`src/rtl/inverter_defs.svh`:
```
// Build-time constants for the gate-drive controller
// Module count, UART and SPI timing, startup window, command codes
// Timings are scaled down for simulation

`ifndef INVERTER_DEFS_SVH
`define INVERTER_DEFS_SVH

// Power modules and sine bytes per module per round
`define NUM_MODULES     3
`define NUM_PHASES      3

// UART bit period in clocks
`define CLKS_PER_BIT    8

// SPI clock half period and idle clocks between transfers
`define SPI_HALF        2
`define SPI_GAP         4

// Startup window length in clocks
`define STARTUP_CYCLES  600

// Sine table steps between modules and between phases
`define MODULE_OFFSET   21
`define PHASE_OFFSET    7

// SPI command words
`define PIPE_CODE       16'hA5A5
`define IDLE_WORD       16'h0000

`endif

```
`src/rtl/inverter_pkg.sv`:
```
// Shared types for the gate-drive controller
// SPI word layout, controller mode and the sine table lookup

`default_nettype none

package inverter_pkg;

    // One SPI transfer, same layout in both directions
    typedef struct packed {
        logic [7:0] id;
        logic [7:0] code;
    } spi_word_t;

    typedef enum logic [1:0] {
        MODE_STARTUP,
        MODE_PIPE,
        MODE_NORMAL
    } mode_t;

    // Quarter wave, 127 * sin(2*pi*i/64) for i = 0..16
    localparam logic [7:0] SINE_QUARTER [17] = '{
        8'd0,   8'd12,  8'd25,  8'd37,  8'd49,  8'd60,  8'd71,  8'd81,
        8'd90,  8'd98,  8'd106, 8'd112, 8'd117, 8'd122, 8'd125, 8'd126,
        8'd127
    };

    // 64-entry unipolar sine centred on 128, built from the quarter wave
    function automatic logic [7:0] sine_byte(input logic [5:0] index);
        logic [4:0] q;
        logic [7:0] amp;
        if (index[4]) begin
            q = 5'd16 - {1'b0, index[3:0]};
        end else begin
            q = {1'b0, index[3:0]};
        end
        amp = SINE_QUARTER[q];
        if (index[5]) begin
            return 8'd128 - amp;
        end
        return 8'd128 + amp;
    endfunction

endpackage

`default_nettype wire

```
`src/rtl/uart_tx.sv`:
```
// UART transmitter, 8 data bits LSB first, even parity, one stop bit
// busy covers the whole frame starting the cycle after start

`timescale 1ns/1ps
`default_nettype none
`include "inverter_defs.svh"

module uart_tx (
    input  logic       clk,
    input  logic       reset,
    input  logic       start,
    input  logic [7:0] data,
    output logic       tx,
    output logic       busy
);
    localparam int CNT_W = $clog2(`CLKS_PER_BIT);
    localparam logic [CNT_W-1:0] CNT_LAST = CNT_W'(`CLKS_PER_BIT - 1);

    // Remaining bits after the start bit: data, parity, stop
    logic [9:0]       frame;
    logic [3:0]       bit_cnt;
    logic [CNT_W-1:0] clk_cnt;
    logic             bit_end;

    assign bit_end = busy && (clk_cnt == CNT_LAST);

    always_ff @(posedge clk) begin
        if (reset) begin
            tx      <= 1'b1;
            busy    <= 1'b0;
            bit_cnt <= '0;
            clk_cnt <= '0;
        end else if (!busy) begin
            if (start) begin
                // Start bit goes out right away
                tx      <= 1'b0;
                busy    <= 1'b1;
                bit_cnt <= '0;
                clk_cnt <= '0;
            end
        end else if (bit_end) begin
            clk_cnt <= '0;
            if (bit_cnt == 4'd10) begin
                busy <= 1'b0;
            end else begin
                tx      <= frame[0];
                bit_cnt <= bit_cnt + 4'd1;
            end
        end else begin
            clk_cnt <= clk_cnt + 1'b1;
        end
    end

    always_ff @(posedge clk) begin
        if (!busy && start) begin
            frame <= {1'b1, ^data, data};
        end else if (bit_end && bit_cnt != 4'd10) begin
            frame <= {1'b1, frame[9:1]};
        end
    end

endmodule

`default_nettype wire

```
`src/rtl/uart_rx.sv`:
```
// UART receiver, mid-bit sampling with even-parity check
// done pulses one cycle at the stop bit with data and parity flag

`timescale 1ns/1ps
`default_nettype none
`include "inverter_defs.svh"

module uart_rx (
    input  logic       clk,
    input  logic       reset,
    input  logic       rx,
    output logic [7:0] data_received,
    output logic       done,
    output logic       parity_error
);
    localparam int CNT_W = $clog2(`CLKS_PER_BIT);
    localparam logic [CNT_W-1:0] CNT_LAST = CNT_W'(`CLKS_PER_BIT - 1);
    localparam logic [CNT_W-1:0] CNT_HALF = CNT_W'(`CLKS_PER_BIT / 2 - 1);

    logic [2:0]       rx_sync;
    logic             rx_s;
    logic             rx_fall;
    logic             active;
    // 0 start, 1..8 data, 9 parity, 10 stop
    logic [3:0]       bit_idx;
    logic [CNT_W-1:0] clk_cnt;
    logic [8:0]       shift;
    logic             sample;

    assign rx_s    = rx_sync[1];
    assign rx_fall = rx_sync[2] & ~rx_sync[1];
    assign sample  = active && bit_idx != 4'd0 && clk_cnt == CNT_LAST;

    always_ff @(posedge clk) begin
        if (reset) begin
            rx_sync <= 3'b111;
        end else begin
            rx_sync <= {rx_sync[1:0], rx};
        end
    end

    always_ff @(posedge clk) begin
        if (reset) begin
            active       <= 1'b0;
            bit_idx      <= '0;
            clk_cnt      <= '0;
            done         <= 1'b0;
            parity_error <= 1'b0;
        end else begin
            done <= 1'b0;
            if (!active) begin
                if (rx_fall) begin
                    active  <= 1'b1;
                    bit_idx <= '0;
                    clk_cnt <= '0;
                end
            end else if (bit_idx == 4'd0) begin
                // Half a bit in, the start bit must still be low
                if (clk_cnt == CNT_HALF) begin
                    clk_cnt <= '0;
                    if (rx_s) begin
                        active <= 1'b0;
                    end else begin
                        bit_idx <= 4'd1;
                    end
                end else begin
                    clk_cnt <= clk_cnt + 1'b1;
                end
            end else if (sample) begin
                clk_cnt <= '0;
                if (bit_idx == 4'd10) begin
                    active       <= 1'b0;
                    done         <= 1'b1;
                    parity_error <= ^shift;
                end else begin
                    bit_idx <= bit_idx + 4'd1;
                end
            end else begin
                clk_cnt <= clk_cnt + 1'b1;
            end
        end
    end

    always_ff @(posedge clk) begin
        if (sample && bit_idx != 4'd10) begin
            shift <= {rx_s, shift[8:1]};
        end
        if (sample && bit_idx == 4'd10) begin
            data_received <= shift[7:0];
        end
    end

endmodule

`default_nettype wire

```
`src/rtl/spi_master.sv`:
```
// SPI master, mode 0, 16-bit words, free-running polling
// One word out and one word in per transfer, then a short idle gap

`timescale 1ns/1ps
`default_nettype none
`include "inverter_defs.svh"

module spi_master
    import inverter_pkg::*;
(
    input  logic      clk,
    input  logic      reset,
    input  spi_word_t tx_word,
    output spi_word_t rx_word,
    output logic      word_valid,
    output logic      sclk,
    output logic      mosi,
    output logic      cs,
    input  logic      miso
);
    localparam logic [7:0] HALF_LAST = 8'(`SPI_HALF - 1);
    localparam logic [7:0] GAP_LAST  = 8'(`SPI_GAP - 1);

    logic        active;
    logic [7:0]  div_cnt;
    // Counts sclk edges, the 32nd wraps to zero
    logic [4:0]  edge_cnt;
    logic [15:0] tx_shift;
    logic [15:0] rx_shift;
    logic        tick;

    assign tick = active && div_cnt == HALF_LAST;
    assign mosi = cs ? 1'b0 : tx_shift[15];

    always_ff @(posedge clk) begin
        if (reset) begin
            cs         <= 1'b1;
            sclk       <= 1'b0;
            active     <= 1'b0;
            div_cnt    <= '0;
            edge_cnt   <= '0;
            word_valid <= 1'b0;
        end else begin
            word_valid <= 1'b0;
            if (!active) begin
                if (div_cnt == GAP_LAST) begin
                    div_cnt  <= '0;
                    active   <= 1'b1;
                    cs       <= 1'b0;
                    edge_cnt <= '0;
                end else begin
                    div_cnt <= div_cnt + 8'd1;
                end
            end else if (tick) begin
                div_cnt  <= '0;
                sclk     <= ~sclk;
                edge_cnt <= edge_cnt + 5'd1;
                if (edge_cnt == 5'd31) begin
                    active     <= 1'b0;
                    cs         <= 1'b1;
                    word_valid <= 1'b1;
                end
            end else begin
                div_cnt <= div_cnt + 8'd1;
            end
        end
    end

    // Latch on cs fall, shift out on falling sclk, sample on rising sclk
    always_ff @(posedge clk) begin
        if (!active && div_cnt == GAP_LAST) begin
            tx_shift <= tx_word;
        end else if (tick && sclk) begin
            tx_shift <= {tx_shift[14:0], 1'b0};
        end
        if (tick && !sclk) begin
            rx_shift <= {rx_shift[14:0], miso};
        end
        if (tick && edge_cnt == 5'd31) begin
            rx_word <= rx_shift;
        end
    end

endmodule

`default_nettype wire

```
`src/rtl/mode_control.sv`:
```
// Startup window, sticky mode register and active-low LEDs
// Pipe mode routing of SPI commands to module UARTs and reply status

`timescale 1ns/1ps
`default_nettype none
`include "inverter_defs.svh"

module mode_control
    import inverter_pkg::*;
(
    input  logic                    clk,
    input  logic                    reset,
    input  spi_word_t               rx_word,
    input  logic                    word_valid,
    output spi_word_t               tx_word,
    output mode_t                   mode,
    input  logic [`NUM_MODULES-1:0] tx_busy,
    input  logic [`NUM_MODULES-1:0] rx_done,
    input  logic [7:0]              rx_data [`NUM_MODULES],
    input  logic [`NUM_MODULES-1:0] parity_error,
    output logic [`NUM_MODULES-1:0] pipe_start,
    output logic [7:0]              pipe_data,
    output logic                    led_green,
    output logic                    led_blue
);
    localparam int ID_W  = $clog2(`NUM_MODULES);
    localparam int TMR_W = $clog2(`STARTUP_CYCLES);

    logic [TMR_W-1:0] timer;
    logic             pending;
    logic [ID_W-1:0]  cmd_target;
    logic [ID_W-1:0]  sent_target;
    spi_word_t        status;
    logic             status_armed;
    logic             cmd_ok;

    assign led_blue  = (mode != MODE_PIPE);
    assign led_green = (mode != MODE_NORMAL);
    assign tx_word   = status;

    // Real command for an existing module, nothing else in flight
    assign cmd_ok = mode == MODE_PIPE && word_valid && !pending
                    && rx_word != `IDLE_WORD && rx_word.id < 8'(`NUM_MODULES);

    always_ff @(posedge clk) begin
        if (reset) begin
            mode         <= MODE_STARTUP;
            timer        <= '0;
            pending      <= 1'b0;
            sent_target  <= '0;
            pipe_start   <= '0;
            status       <= `IDLE_WORD;
            status_armed <= 1'b0;
        end else begin
            pipe_start <= '0;
            if (mode == MODE_STARTUP) begin
                if (word_valid && rx_word == `PIPE_CODE) begin
                    mode <= MODE_PIPE;
                end else if (timer == TMR_W'(`STARTUP_CYCLES - 1)) begin
                    mode <= MODE_NORMAL;
                end
                timer <= timer + 1'b1;
            end
            if (cmd_ok) begin
                pending <= 1'b1;
            end
            if (mode == MODE_PIPE && pending && !tx_busy[cmd_target]) begin
                pipe_start[cmd_target] <= 1'b1;
                pending                <= 1'b0;
                sent_target            <= cmd_target;
            end
            // A reply has to sit through one full transfer before it clears
            if (mode == MODE_PIPE && rx_done[sent_target]) begin
                status.id    <= {parity_error[sent_target], 7'(sent_target)};
                status.code  <= rx_data[sent_target];
                status_armed <= 1'b0;
            end else if (word_valid && status != `IDLE_WORD) begin
                if (status_armed) begin
                    status       <= `IDLE_WORD;
                    status_armed <= 1'b0;
                end else begin
                    status_armed <= 1'b1;
                end
            end
        end
    end

    always_ff @(posedge clk) begin
        if (cmd_ok) begin
            cmd_target <= rx_word.id[ID_W-1:0];
            pipe_data  <= rx_word.code;
        end
    end

endmodule

`default_nettype wire

```
`src/rtl/phase_sequencer.sv`:
```
// Normal mode sine streaming to every module in parallel
// One frame per phase, then a one-cycle shoot pulse per round

`timescale 1ns/1ps
`default_nettype none
`include "inverter_defs.svh"

module phase_sequencer
    import inverter_pkg::*;
(
    input  logic                    clk,
    input  logic                    reset,
    input  logic                    enable,
    input  logic [`NUM_MODULES-1:0] tx_busy,
    output logic [`NUM_MODULES-1:0] seq_start,
    output logic [7:0]              seq_data [`NUM_MODULES],
    output logic                    shoot
);
    localparam int PH_W = $clog2(`NUM_PHASES);
    localparam logic [PH_W-1:0] PH_LAST = PH_W'(`NUM_PHASES - 1);

    typedef enum logic [1:0] {
        S_IDLE,
        S_SEND,
        S_WAIT,
        S_SHOOT
    } seq_state_t;

    seq_state_t      state;
    logic [5:0]      step;
    logic [PH_W-1:0] phase;

    assign seq_start = {`NUM_MODULES{state == S_SEND}};
    assign shoot     = (state == S_SHOOT);

    // Table index wraps at 64
    always_comb begin
        for (int m = 0; m < `NUM_MODULES; m++) begin
            seq_data[m] = sine_byte(6'(int'(step) + m * `MODULE_OFFSET
                                       + int'(phase) * `PHASE_OFFSET));
        end
    end

    always_ff @(posedge clk) begin
        if (reset) begin
            state <= S_IDLE;
            step  <= '0;
            phase <= '0;
        end else begin
            case (state)
                S_IDLE: begin
                    if (enable) begin
                        state <= S_SEND;
                    end
                end
                // UART busy rises on the next edge
                S_SEND: state <= S_WAIT;
                S_WAIT: begin
                    if (tx_busy == '0) begin
                        if (phase == PH_LAST) begin
                            phase <= '0;
                            state <= S_SHOOT;
                        end else begin
                            phase <= phase + 1'b1;
                            state <= S_SEND;
                        end
                    end
                end
                S_SHOOT: begin
                    step  <= step + 6'd1;
                    state <= S_SEND;
                end
                default: state <= S_IDLE;
            endcase
        end
    end

endmodule

`default_nettype wire

```
`src/rtl/inverter_top.sv`:
```
// Gate-drive controller top level
// SPI master, mode controller, sine sequencer, one UART pair per module

`timescale 1ns/1ps
`default_nettype none
`include "inverter_defs.svh"

module inverter_top
    import inverter_pkg::*;
(
    input  logic                    clk,
    input  logic                    reset,
    input  logic [`NUM_MODULES-1:0] uart_rx_lines,
    output logic [`NUM_MODULES-1:0] uart_tx_lines,
    output logic                    sclk,
    output logic                    mosi,
    output logic                    cs,
    input  logic                    miso,
    output logic                    led_green,
    output logic                    led_blue,
    output logic                    shoot
);
    spi_word_t               spi_rx;
    spi_word_t               spi_tx;
    logic                    word_valid;
    mode_t                   mode;
    logic                    normal_mode;
    logic [`NUM_MODULES-1:0] tx_busy;
    logic [`NUM_MODULES-1:0] rx_done;
    logic [`NUM_MODULES-1:0] parity_error;
    logic [`NUM_MODULES-1:0] pipe_start;
    logic [`NUM_MODULES-1:0] seq_start;
    logic [7:0]              pipe_data;
    logic [7:0]              rx_data  [`NUM_MODULES];
    logic [7:0]              seq_data [`NUM_MODULES];

    assign normal_mode = (mode == MODE_NORMAL);

    spi_master u_spi (
        .clk(clk), .reset(reset),
        .tx_word(spi_tx), .rx_word(spi_rx), .word_valid(word_valid),
        .sclk(sclk), .mosi(mosi), .cs(cs), .miso(miso)
    );

    mode_control u_ctrl (
        .clk(clk), .reset(reset),
        .rx_word(spi_rx), .word_valid(word_valid), .tx_word(spi_tx), .mode(mode),
        .tx_busy(tx_busy), .rx_done(rx_done), .rx_data(rx_data),
        .parity_error(parity_error), .pipe_start(pipe_start), .pipe_data(pipe_data),
        .led_green(led_green), .led_blue(led_blue)
    );

    phase_sequencer u_seq (
        .clk(clk), .reset(reset), .enable(normal_mode), .tx_busy(tx_busy),
        .seq_start(seq_start), .seq_data(seq_data), .shoot(shoot)
    );

    for (genvar m = 0; m < `NUM_MODULES; m++) begin : g_module
        logic       start;
        logic [7:0] data;

        // Sequencer owns the transmitters in normal mode
        assign start = normal_mode ? seq_start[m] : pipe_start[m];
        assign data  = normal_mode ? seq_data[m]  : pipe_data;

        uart_tx u_tx (
            .clk(clk), .reset(reset), .start(start), .data(data),
            .tx(uart_tx_lines[m]), .busy(tx_busy[m])
        );

        uart_rx u_rx (
            .clk(clk), .reset(reset), .rx(uart_rx_lines[m]),
            .data_received(rx_data[m]), .done(rx_done[m]),
            .parity_error(parity_error[m])
        );
    end

endmodule

`default_nettype wire

```
`config.mk`:
```
export PLATFORM = sky130hd
export DESIGN_NAME = inverter_top
export DESIGN_NICKNAME = d
export VERILOG_FILES = /design/src/rtl/inverter_pkg.sv /design/src/rtl/uart_tx.sv /design/src/rtl/uart_rx.sv /design/src/rtl/spi_master.sv /design/src/rtl/mode_control.sv /design/src/rtl/phase_sequencer.sv /design/src/rtl/inverter_top.sv
export VERILOG_INCLUDE_DIRS = /design/src /design/src/rtl
export SDC_FILE = /design/constraint.sdc
export NUM_CORES = 1
export LEC_CHECK = 0
export CAP_MARGIN = 20
export CORE_MARGIN = 4
export CORE_UTILIZATION = 45
export DETAILED_ROUTE_END_ITERATION = 8
export DONT_BUFFER_PORTS = 1
export PLACE_DENSITY = 0.69
export SYNTH_ARGS = -nofsm -noshare
export SYNTH_HDL_FRONTEND = slang
export SYNTH_SLANG_ARGS = --single-unit
```
`constraint.sdc`:
```
create_clock -name clk -period 6.85 [get_ports clk]
set_input_delay 0.3425 -clock clk [delete_from_list [all_inputs] [get_ports clk]]
set_output_delay 0.3425 -clock clk [all_outputs]
set_load 0.03 [all_outputs]
```
* Word-level counts from Yosys, hierarchy flattened *
Memories as Yosys holds them, arrays and structs flattened.
Cells that the tools add are included.

storage, ports and cells
  memories kept = 3
  input bits = 6
  word-level logic and storage cells = 457
  bits in read-only memories = 768
  bits in registers = 259

memory list
  name             words  width  read ports  clocked after Yosys merged registers in  wr ports  RTL line            source
  (no name shown)  32     8      1           0                                        0         inverter_pkg.sv:36  amp = SINE_QUARTER[q];
  (no name shown)  32     8      1           0                                        0         inverter_pkg.sv:36
  (no name shown)  32     8      1           0                                        0         inverter_pkg.sv:36

operators by class
  equality and inequality tests = 56
  bitwise logic cells = 23
  $add $sub $neg = 31
  $mul = 1
  magnitude comparators = 8
  mux-type cells = 175
  reductions and logical operators = 97

operators with widths
  operator               number
  $mux W8                20
  $mux W4                33
  $mux W16               5
  $mux W3                24
  $mux W1                69
  $mux W9                6
  $logic_and A1 B1 Y1    36
  $ne A3 B3 Y1 const B   12
  $reduce_bool A16 Y1    2
  $mux W5                6
  $reduce_bool A2 Y1     14
  $reduce_xor A9 Y1      3
  $add A4 B1 Y4 const B  6
  $add A8 B8 Y8 const A  3
  $eq A4 B4 Y1 const B   6
  $ne A4 B4 Y1 const B   6
  $reduce_xor A8 Y1      3
  $sub A8 B8 Y8 const A  3
  $ne A2 B2 Y1 const B   10
  $add A3 B1 Y3 const B  6
  $add A6 B6 Y6          3
  $eq A3 B3 Y1 const B   6
  $ge A6 B6 Y1 const B   3
  $not A5 Y6             3
  other kinds (42)       103

* Longest topological paths before layout *
  depth in word-level cells = 14
  gate-level depth with buffers = 25
  gate-level depth less buffers = 25

* Cells and area by module *
Synthesis repeated with hierarchy kept, for this count alone.

second synthesis, totals
  cell total of the unflattened synthesis = 1389
  area, all modules = 14756.7 sq um

modules (own cells, without submodules)
  module           cells an instance  instances  area an instance (sq um)  sequential area each (sq um)
  uart_rx          101                3          1313.8                    770.7
  phase_sequencer  427                1          3258.1                    200.2
  uart_tx          93                 3          893.4                     450.4
  spi_master       158                1          2531.2                    1781.7
  mode_control     191                1          1896.8                    900.9
  inverter_top     31                 1          449.2                     0.0

* Least setup slack after synthesis *
Ideal clock, no wire load.

  path type = register to register
  start = register u_seq.phase[0]
  end = register g_module[1].u_tx.frame[8], data pin
  arrival time = 5.228 ns
  clock period less this slack = 5.496 ns
  buffers on the path = 1
  stages on the path, launching flop included = 22
  data required time = 6.582 ns
  slack = 1.354 ns
  cells stage by stage = dfxtp_1 > inv_1 > ha_1 > inv_1 > ha_1 > ha_1 > fa_1 > or3b_4 > and3_1 > o211a_1 > or4_1 > buf_4 > nor3_1 > a211oi_2 > ha_1 > nor2_1 > xnor2_1 > o21ai_0 > xor3_1 > xnor2_1 > xnor3_1 > nand2_1

between the ends
  cells in the longest elaborated chain, start to end = 14
  elaborated cells on any way between the ends = 16
  those cells by class = 4 x add/sub; 1 x mul; 8 x mux; 1 x bitwise; 1 x reduce/logical; 1 x memory

ends and longest elaborated chain
  element                                      RTL line               source
  from (decl)                                  phase_sequencer.sv:31  logic [PH_W-1:0] phase;
  from (signal assigned)                       phase_sequencer.sv:64  phase <= phase + 1'b1;
  $mul A2 B3 Y5 (no source line) (*)           --
  $add A6 B6 Y6 (no source line) (*)           --
  $sub A5 B4 Y5                                inverter_pkg.sv:32     q = 5'd16 - {1'b0, index[3:0]};
  $mux W5                                      inverter_pkg.sv:31     if (index[4]) begin
  $not A5 Y6 (not written as such)             inverter_pkg.sv:36
  $mem_v2 Z32 W8                               --
  $mux W8 (not written as such) (2 in series)  inverter_pkg.sv:36
  $sub A8 B8 Y8                                inverter_pkg.sv:38     return 8'd128 - amp;
  $mux W8                                      inverter_pkg.sv:37     if (index[5]) begin
  $mux W8 (*)                                  inverter_pkg.sv:40     return 8'd128 + amp;
  $mux W8 (*)                                  inverter_top.sv:64     assign data = normal_mode ? seq_data[m] : pipe_data;
  $reduce_xor A8 Y1 (*)                        uart_tx.sv:56          frame <= {1'b1, ^data, data};
  $mux W9 (*)                                  uart_tx.sv:55          if (!busy && start) begin
  to (signal assigned)                         uart_tx.sv:56
  to (signal assigned)                         uart_tx.sv:58          frame <= {1'b1, frame[9:1]};
  to (decl)                                    uart_tx.sv:20          logic [9:0] frame;

Every way passes the cells marked *; elsewhere a longest branch is shown, timed or not. The select of a mux whose other input is x is not followed.
A chain may end at the register's enable or synchronous reset.

* Final worst setup path *
Same ends and word-level chain as after synthesis.

==> results.sh <==
export IMPL_async_flop_share_pct=0
export IMPL_area_growth_syn_to_layout_pct=9.79
export IMPL_stdcell_area_um2=15000
export IMPL_synth_area_um2=13600
export IMPL_wl_per_cell_um=14.9
export IMPL_pin_count=15
export IMPL_gp_congestion=0.894
export IMPL_hpwl_mm=18.2
export IMPL_antenna_found_initial=0
export IMPL_initial_core_util_pct=45.8
export IMPL_portBuffers=0
export IMPL_outcome="completed"
export IMPL_holdCritPathClass="input port to flip-flop"
export IMPL_cp_data_required_time_ns=7.14
export IMPL_tightest_slew_ns=0.998
export IMPL_cap_violations=0
export IMPL_htree_levels=1
export IMPL_finalWorstSetupSlack_ns=0.816
export IMPL_hold_path_depth=2
export IMPL_period_minus_slack_ns=6.03
export IMPL_die_w_um=182
export IMPL_vias=9538
export IMPL_synth_fp_nets=1451
export IMPL_irDropWorstVdd_v=0.000187
export IMPL_antennaDiodeCount=0
export IMPL_ys_seq_elements=259
export IMPL_pre_cts_slack_ns=0.856
export IMPL_cts_tree="built"
export IMPL_max_freq_ghz=0.166
export IMPL_cts_root_buf="clkbuf_16"
export IMPL_rows=63
export IMPL_drive_above_1_share_pct=7.29
export IMPL_dr_pass1_iters=5
export IMPL_synth_cell_type_count=87
export IMPL_finClkSkew_ns=0.0112
export IMPL_worst_setup_path_start_kind="flip-flop"
export IMPL_track_usage_pct=15.7
export IMPL_grt_pass1_vias=9352
export IMPL_ys_dominant_reg_cell="edfxtp_1"
export IMPL_r2r_cells=20
export IMPL_grt_overflow=0
export IMPL_wirelength_mm=26.3
export IMPL_die_h_um=182
export IMPL_place_area_um2=14000
export IMPL_layout_nets=1444
export IMPL_cellLeakagePower_nw=5.54
export IMPL_maxSlewViolCount=0
export IMPL_setup_worst_path_class="flip-flop to flip-flop"
export IMPL_antenna_left=0
export IMPL_endpoint_kind="flip-flop"
export IMPL_path_clk_slew_ns=0.06
export IMPL_yosysSeqAreaShare_pct=48.0
export IMPL_clock_sinks=259
export IMPL_synth_edf_count=136
export IMPL_power_density_nw_per_um2=216
export IMPL_setup_viol=0
export IMPL_coreArea_um2=29800
export IMPL_cp_max_fo=9
export IMPL_worst_ep_arrival_time_ns=6.33
export IMPL_syn_inst=1356
export IMPL_drt_iter0_drc=609
export IMPL_drt_vias_per_instance=5.41
export IMPL_hold_ws_ns=0.148
export IMPL_avgSynthCellArea_um2=10.1
export IMPL_slew_headroom_pct=33.2
export IMPL_fin_crit_sh_pct=88.1
export IMPL_rsz0062_at_grt="no"
export IMPL_clkLatencyLatePin_ns=0.55
export IMPL_clockBufferDepth=3
export IMPL_die_area_um2=33100
export IMPL_final_fill_count=2683
export IMPL_postCtsSetupRepairBufs=0
export IMPL_grt_pass1_wl_mm=44.7
export IMPL_hold_viol=0
export IMPL_cts_buffers=29
export IMPL_tns_ns=0
export IMPL_grt_max_degree=116
export IMPL_route_detailed_drc=0
export IMPL_yosysWarnings=0
==> synth_stat cells, types with 5 or more instances <==
master | instances | area (µm²)
nor4_1 | 10 | 62.6
nand4_1 | 13 | 81.3
nor4b_1 | 5 | 43.8
a21oi_1 | 76 | 380
a31oi_1 | 15 | 93.8
nor3_1 | 38 | 190
inv_1 | 74 | 278
nor2_1 | 154 | 578
and3_1 | 14 | 87.6
nand2_1 | 130 | 488
fa_1 | 6 | 120
edfxtp_1 | 136 | 4080
or4_1 | 7 | 52.6
or3_1 | 9 | 56.3
or2_2 | 15 | 93.8
o211ai_1 | 8 | 60.1
buf_2 | 6 | 30.0
clkbuf_1 | 41 | 154
nand2b_1 | 7 | 43.8
mux2i_1 | 28 | 280
xor2_1 | 36 | 315
ha_1 | 83 | 1040
a22oi_1 | 26 | 195
nor2b_1 | 20 | 125
a211oi_1 | 7 | 52.6
nand3b_1 | 8 | 60.1
and2_1 | 16 | 100
o21ai_0 | 38 | 190
a21o_1 | 7 | 52.6
xnor2_1 | 57 | 499
mux2_2 | 9 | 101
nand3_1 | 30 | 150
nor3b_1 | 5 | 37.5
xnor3_1 | 5 | 113
dfxtp_1 | 123 | 2460
==> layout make-up <==
| class | instances | area, µm² | share of cell area (%) |
|---|---|---|---|
| well taps | 390 | 488 | 3.26 |
| inverters | 74 | 278 | 1.86 |
| flip-flops and latches | 259 | 6550 | 43.7 |
| clock inverters | 16 | 156 | 1.04 |
| multi-input cells | 969 | 6590 | 44.0 |
| clock buffers | 38 | 769 | 5.14 |
| repair buffers | 16 | 146 | 0.978 |
==> path summary, 6_finish.rpt <==
kind | from | slack, ns | endpoint
worst min register to register | g_module[1].u_rx.rx_sync[0] | 0.41 | g_module[1].u_rx.rx_sync[1]
worst max register to register | u_seq.phase[0] | 0.82 | g_module[1].u_tx.frame[8]
worst min-delay path | reset | 0.15 | u_spi.div_cnt[1]
worst max-delay path | u_seq.phase[0] | 0.82 | g_module[1].u_tx.frame[8]
==> worst max-delay path: stages (launching register included) <==
cell      delay, ns
dfxtp_1        0.38
inv_1          0.11
ha_1           0.32
inv_1          0.07
ha_1           0.33
ha_1           0.28
fa_1           0.54
or3b_4         0.46
and3_1         0.22
o211a_1        0.24
or4_1          0.72
mux2i_1        0.23
a211oi_2       0.37
ha_1           0.23
nor2_1         0.06
xnor2_1        0.14
o21ai_0        0.27
xor3_1         0.40
xnor2_1        0.14
xnor3_1        0.19
nand2_1        0.05
==> what timing repair did <==
action	in CTS	in global routing
gates resized for setup	0	0
hold buffers	5	0
hold endpoints to repair	116	0
==> cell families after synthesis <==
group / share of synthesized area [%]
adders and majority gates: 8.57
xor gates and xnor gates: 6.97
DFF: 48.0
AOI/OAI and AO/OA: 12.3
muxes: 2.80
and+or+nand+nor: 17.7
buffers and inverters: 3.69
==> flip-flops by register name, summed over array words and instances (netlist names), 5 cells and up <==
register                     cells
g_module.u_tx.bit_cnt           12
g_module.u_rx.bit_idx           12
g_module.u_rx.clk_cnt            9
u_ctrl.tx_word                  11
u_ctrl.timer                    10
u_spi.rx_word                   16
u_spi.div_cnt                    8
u_spi.tx_shift                  16
g_module.u_tx.frame             27
g_module.u_rx.shift             27
g_module.u_rx.rx_sync            9
g_module.u_tx.clk_cnt            9
u_spi.rx_shift                  16
u_ctrl.pipe_data                 8
u_seq.step                       6
u_spi.edge_cnt                   5
g_module.u_rx.data_received     24
==> metal layers <==
| layer | share of wire (%) | global-route usage (%) | wire (µm) |
|---|---|---|---|
| met1 | 47 | 20.9 | 12300 |
| met2 | 47 | 26.5 | 12400 |
| met3 | 3.7 | 2.41 | 973 |
| met4 | 2.5 | 4.53 | 665 |
| met5 | 0 | 0 | 0 |
==> per-stage QoR <==
| step | utilization [%] | instances | total power [mW] |
|---|---|---|---|
| finish | 50.2 | 1762 | 3.23 |
| global route | 50.2 | 1762 | 3.35 |
| CTS | 50.2 | 1761 | 3.27 |
| detailed placement | 46.9 | 1702 | 1.75 |
| global placement | 46.9 | 1701 | 1.75 |
| floorplan | - | 1356 | 1.74 |
==> power breakdown <==
group,leakage (nW),internal (mW),total [mW],switching (mW)
Combinational,2.86,0.0272,0.0753,0.0481
Sequential,2.22,1.64,1.66,0.0149
Clock,0.454,0.874,1.50,0.622
==> cell usage in the layout (no fill, tap or decap), types with 8 or more instances in the layout <==
cell type | synthesis | routed
and2_1 | 16 | 16
and3_1 | 14 | 14
mux2_2 | 9 | 9
nand3b_1 | 8 | 8
or3_1 | 9 | 9
clkbuf_16 | 0 | 29
nand3_1 | 30 | 30
xor2_1 | 36 | 36
or2_2 | 15 | 15
edfxtp_1 | 136 | 136
mux2i_1 | 28 | 28
nand2_1 | 130 | 130
a21oi_1 | 76 | 76
inv_1 | 74 | 74
nor2b_1 | 20 | 20
xnor2_1 | 57 | 57
a31oi_1 | 15 | 15
ha_1 | 83 | 83
o21ai_0 | 38 | 38
o211ai_1 | 8 | 8
nand4_1 | 13 | 13
clkbuf_1 | 41 | 8
nor2_1 | 154 | 154
nor3_1 | 38 | 38
dfxtp_1 | 123 | 123
a22oi_1 | 26 | 26
buf_4 | 4 | 10
nor4_1 | 10 | 10
No activity file was read; power rests on OpenSTA's default activity.
